`src/include/dcache_config.svh`:
```
`ifndef DCACHE_CONFIG_SVH
`define DCACHE_CONFIG_SVH

// geometry
`define DC_SETS      256
`define DC_WORDS     4

// address fields
`define DC_INDEX_W   8
`define DC_TAG_W     20
`define DC_OFFSET_W  4

`define DC_WORD_W    32

`endif

```
`src/cache_pkg.sv`:
```
`include "dcache_config.svh"

package cache_pkg;

    typedef logic [`DC_TAG_W-1:0]    tag_t;
    typedef logic [`DC_INDEX_W-1:0]  index_t;
    typedef logic [`DC_OFFSET_W-1:0] offset_t; // [3:2] picks the word
    typedef logic                    way_t;

    typedef enum logic [2:0] {
        IDLE,
        LOOKUP,
        MISS,     // victim writeback if dirty
        REPLACE,  // line read request
        REFILL    // waiting for ret_valid
    } cache_state_e;

endpackage

```
`src/way_state.sv`:
```
`include "dcache_config.svh"

module way_state
    import cache_pkg::*;
(
    input  logic       clk,
    input  logic       resetn,
    input  index_t     rd_index,
    output logic [1:0] valid,
    output logic [1:0] dirty,
    output way_t       victim,
    input  logic       upd_en,
    input  index_t     upd_index,
    input  way_t       upd_way,
    input  logic       upd_fill,
    input  logic       upd_dirty
);

    logic [`DC_SETS-1:0][1:0] valid_q;
    logic [`DC_SETS-1:0][1:0] dirty_q;
    logic [`DC_SETS-1:0]      lru_q;   // next way to evict

    always_ff @(posedge clk or posedge resetn) begin
        if (resetn) begin
            valid_q <= '0;
            dirty_q <= '0;
            lru_q   <= '0;
        end else if (upd_en) begin
            lru_q[upd_index] <= ~upd_way;
            if (upd_fill) begin
                valid_q[upd_index][upd_way] <= 1'b1;
                dirty_q[upd_index][upd_way] <= upd_dirty;
            end else if (upd_dirty) begin
                dirty_q[upd_index][upd_way] <= 1'b1; // store hit
            end
        end
    end

    assign valid  = valid_q[rd_index];
    assign dirty  = dirty_q[rd_index];
    assign victim = lru_q[rd_index];

endmodule

```
`config.mk`:
```
export PLATFORM = sky130hd
export DESIGN_NAME = way_state
export DESIGN_NICKNAME = d
export VERILOG_FILES = /design/src/cache_pkg.sv /design/src/way_state.sv
export VERILOG_INCLUDE_DIRS = /design/src /design/src/include
export SDC_FILE = /design/constraint.sdc
export NUM_CORES = 2
export LEC_CHECK = 0
export BUFFER_PORTS_ARGS = -buffer_cell sky130_fd_sc_hd__clkbuf_2
export CORE_MARGIN = 2
export CORE_UTILIZATION = 45
export DETAILED_ROUTE_END_ITERATION = 8
export SLEW_MARGIN = 5
export SYNTH_ARGS = -nofsm -noshare
export SYNTH_HDL_FRONTEND = slang
export SYNTH_SLANG_ARGS = --single-unit
```
`constraint.sdc`:
```
create_clock -name clk -period 72 [get_ports clk]
set_input_delay 10.8 -clock clk [delete_from_list [all_inputs] [get_ports clk]]
set_output_delay 10.8 -clock clk [all_outputs]
set_load 0.01 [all_outputs]
```
==> out/metrics.cfg <==
[routing]
wl_per_cell_um=34.73
num_vias=45550
drt-total-wl_um=229200
via_per_inst=6.903
initialDrtViolationCount=6188
drt.antenna.violating_nets=0
drc=0
first_pass_iters=6

[timing]
fin_crit_ns=26.70
setup_violations=0
setup_slack_ns=45.30
timing.fmax_ghz=0.03745
rsz0062_at_grt=no
fin_crit_sh_pct=37.09
tightestPinTransition_ns=1.430
max-slew-margin-rel_pct=3.419
worst_hold_slack_ns=0.4466
fin_tns_setup_ns=0
drv_slew=0
clock_skew_ns=0
final_hold_viol_count=0

[clock_tree]
htreeDepth=4
cts_root_buf=clkbuf_16
cts_hold_buf=0
postCtsResizedCells=0
clockBufferDepth=3
clock_latency_ns=0.79
post_cts_buffers=0
path_clk_slew_ns=0.05
cts_buffers=141
cts.sinks=1280
cts_tree=built

[critical_path]
critPathCaptureType=output pin
r2r-end=dirty_q[258]$_DFFE_PP0P_
path_depth=11
path_class=in -> out
path_cells=buf_8, buf_4, buf_4, nand2_2, o221ai_1, o21ai_0, a21oi_1, a21oi_1, a32oi_1, or3_1, clkbuf_2
r2r_slack_ns=71.16
path_max_fanout=69
r2r-start=dirty_q[258]$_DFFE_PP0P_
worstSetupStartpointType=input port
r2r.worst_path.cells=2
critical-path-top-delay-family=compound AO/OA/AOI/OAI gates
worst_ep_arrival_time_ns=15.90
crit_buf_inv=4
critPathMaxStageDelay_ns=0.89
slowest_stage=a21oi_1
required_ns=61.20

[global_routing]
grt_pass1_wl_um=330200
grt_pass1_vias=43720
antenna_found_initial=14
grtUsageTotal_pct=35.21
grt_max_degree=169
grt_overflow_total=0

[min_path]
hold_path_class=reg -> reg
min_to=valid_q[182]$_DFFE_PP0P_
min_path_cells=1
min-delay-start=valid_q[182]$_DFFE_PP0P_

[floorplan]
core-area_um2=127200
die_h_um=361.6
die_area_um2=130800
io-pin-count=27
start_util_pct=45.24
die_w_um=361.6
num_rows=131

[synth]
netlist_area_um2=57550
syn_area_per_cell_um2=11.59
synth_cell_type_count=52
synth_area_leaders=dfrtp_1 (56%), mux4_2 (11%), a21oi_1 (7.6%), a21o_1 (5.1%), a31oi_1 (2.9%)
synth_seq_cells=1280
yosysSeqAreaShare_pct=55.66
synth_ff_type=dfrtp_1
synth-edff-count=0
synth.largest_area_cell=dfrtp_1
synthArstFlopShare_pct=100.0
netlist_instances=4964
synth_nets=4986
synth_common_cells=dfrtp_1 (1280), a21oi_1 (871), a21o_1 (390)
ys_warn_count=0
netlist.area_leader.share_pct=55.66
synthMostInstantiatedCell=dfrtp_1

[power]
power.share.combinational_pct=8.4
power.density_nw_per_um2=25.71
intPower_w=0.001221
p_sw_w=0.0004247
vdd.ir_drop.worst_uv=27.33
power.leakage_nw=31.09
seq_power_share_pct=46.5
finalPower_w=0.001646
switching_share_pct=25.80
p_clk_share_pct=45.1

[placement]
place_ws_ns=45.69
portBuffers=26
dpl.hpwl_um=142500
post-place-cells=6341
place.gp.congestion=0.9968

[cells_and_area]
area_delta_synth_final_pct=11.25
nets=4844
layoutNonFillerInstCount=6599
drive_above_1_share_pct=14.89
num-fill-cells=11220

[run]
cap_violations=0

[run_status]
status=finished clean

worst reg2reg max path: cells and delay by family, from the launching register on:
family,cells,cell delay [ns]
flip-flops,1,0.48
AO/OA/AOI/OAI,2,0.22
placed cells by master, fill, tap and decap left out, types with 42 or more instances in the layout:
cell / count
nor2_1: 210
o221ai_1: 42
buf_4: 141
dfrtp_1: 1280
mux2i_1: 153
a21o_1: 390
clkbuf_16: 143
nand2_1: 218
o21bai_1: 109
nand3_1: 43
o21ai_0: 325
a21oi_1: 871
mux4_2: 278
a31oi_1: 263
layer usage:
| metal | share of wire (%) | up-vias | global-route usage (%) | routed length, um |
|---|---|---|---|---|
| met5 | 0.035 | - | 0.1850 | 81 |
| met4 | 5.9 | 10 | 17.77 | 13480 |
| met3 | 13 | 667 | 13.24 | 30650 |
| met2 | 42 | 3041 | 49.47 | 96410 |
| met1 | 39 | 23470 | 47.73 | 88560 |
| li1 | - | 18370 | - | - |
cell type report:
type                            count  area, um2  area share (%)
Antenna cell                        9      22.52         0.03518
Tap cell                         1662       2079           3.248
Inverter                            2      15.01         0.02345
Clock inverter                     43      545.5          0.8521
Sequential cell                  1280      32030           50.03
Multi-Input combinational cell   3227      23860           37.28
Timing Repair Buffer              170       1315           2.054
Clock buffer                      206       4145           6.475
stage by stage:
step	utilization, %	cell area (um2)
global route	50.31	64000
floorplan	-	57550
global placement	46.61	59280
finish	50.33	64020
detailed placement	46.62	59290
CTS	50.30	63980
flip-flops by register name, summed over array words and instances, names as in the netlist:
name     cells
dirty_q    512
lru_q      256
valid_q    512
power by group through the flow:
stage                     logic [W]  clock network, W  registers, W
after floorplan           0.0000903                 0      0.000774
after CTS                  0.000135          0.000748      0.000764
after global placement     0.000133                 0      0.000776
final                      0.000138          0.000743      0.000765
after detailed placement   0.000135                 0      0.000777
after global routing       0.000146          0.000778      0.000767
worst max path at each step:
stage / startpoint / endpoint / slack [ns]
3_3_place_gp: rd_index[1] / dirty[0] / 45.47
6_report: rd_index[1] / dirty[0] / 45.30
5_1_grt: rd_index[1] / valid[1] / 45.35
3_5_place_dp: rd_index[1] / valid[1] / 45.69
2_1_floorplan: resetn / dirty_q[0]$_DFFE_PP0P_ / 25.13
4_1_cts: rd_index[1] / valid[1] / 45.70
cells by family (layout without fill, tap and decap cells):
kind of cell | Yosys count | after routing | synth area share, %
muxes | 432 | 432 | 13.56
buffers and inverters | 457 | 421 | 3.353
other | 0 | 9 | 0
DFF | 1280 | 1280 | 55.66
and+or+nand+nor | 629 | 629 | 4.697
AOI/OAI and AO/OA | 2166 | 2166 | 22.73
No activity file was read; power rests on OpenSTA's default activity.
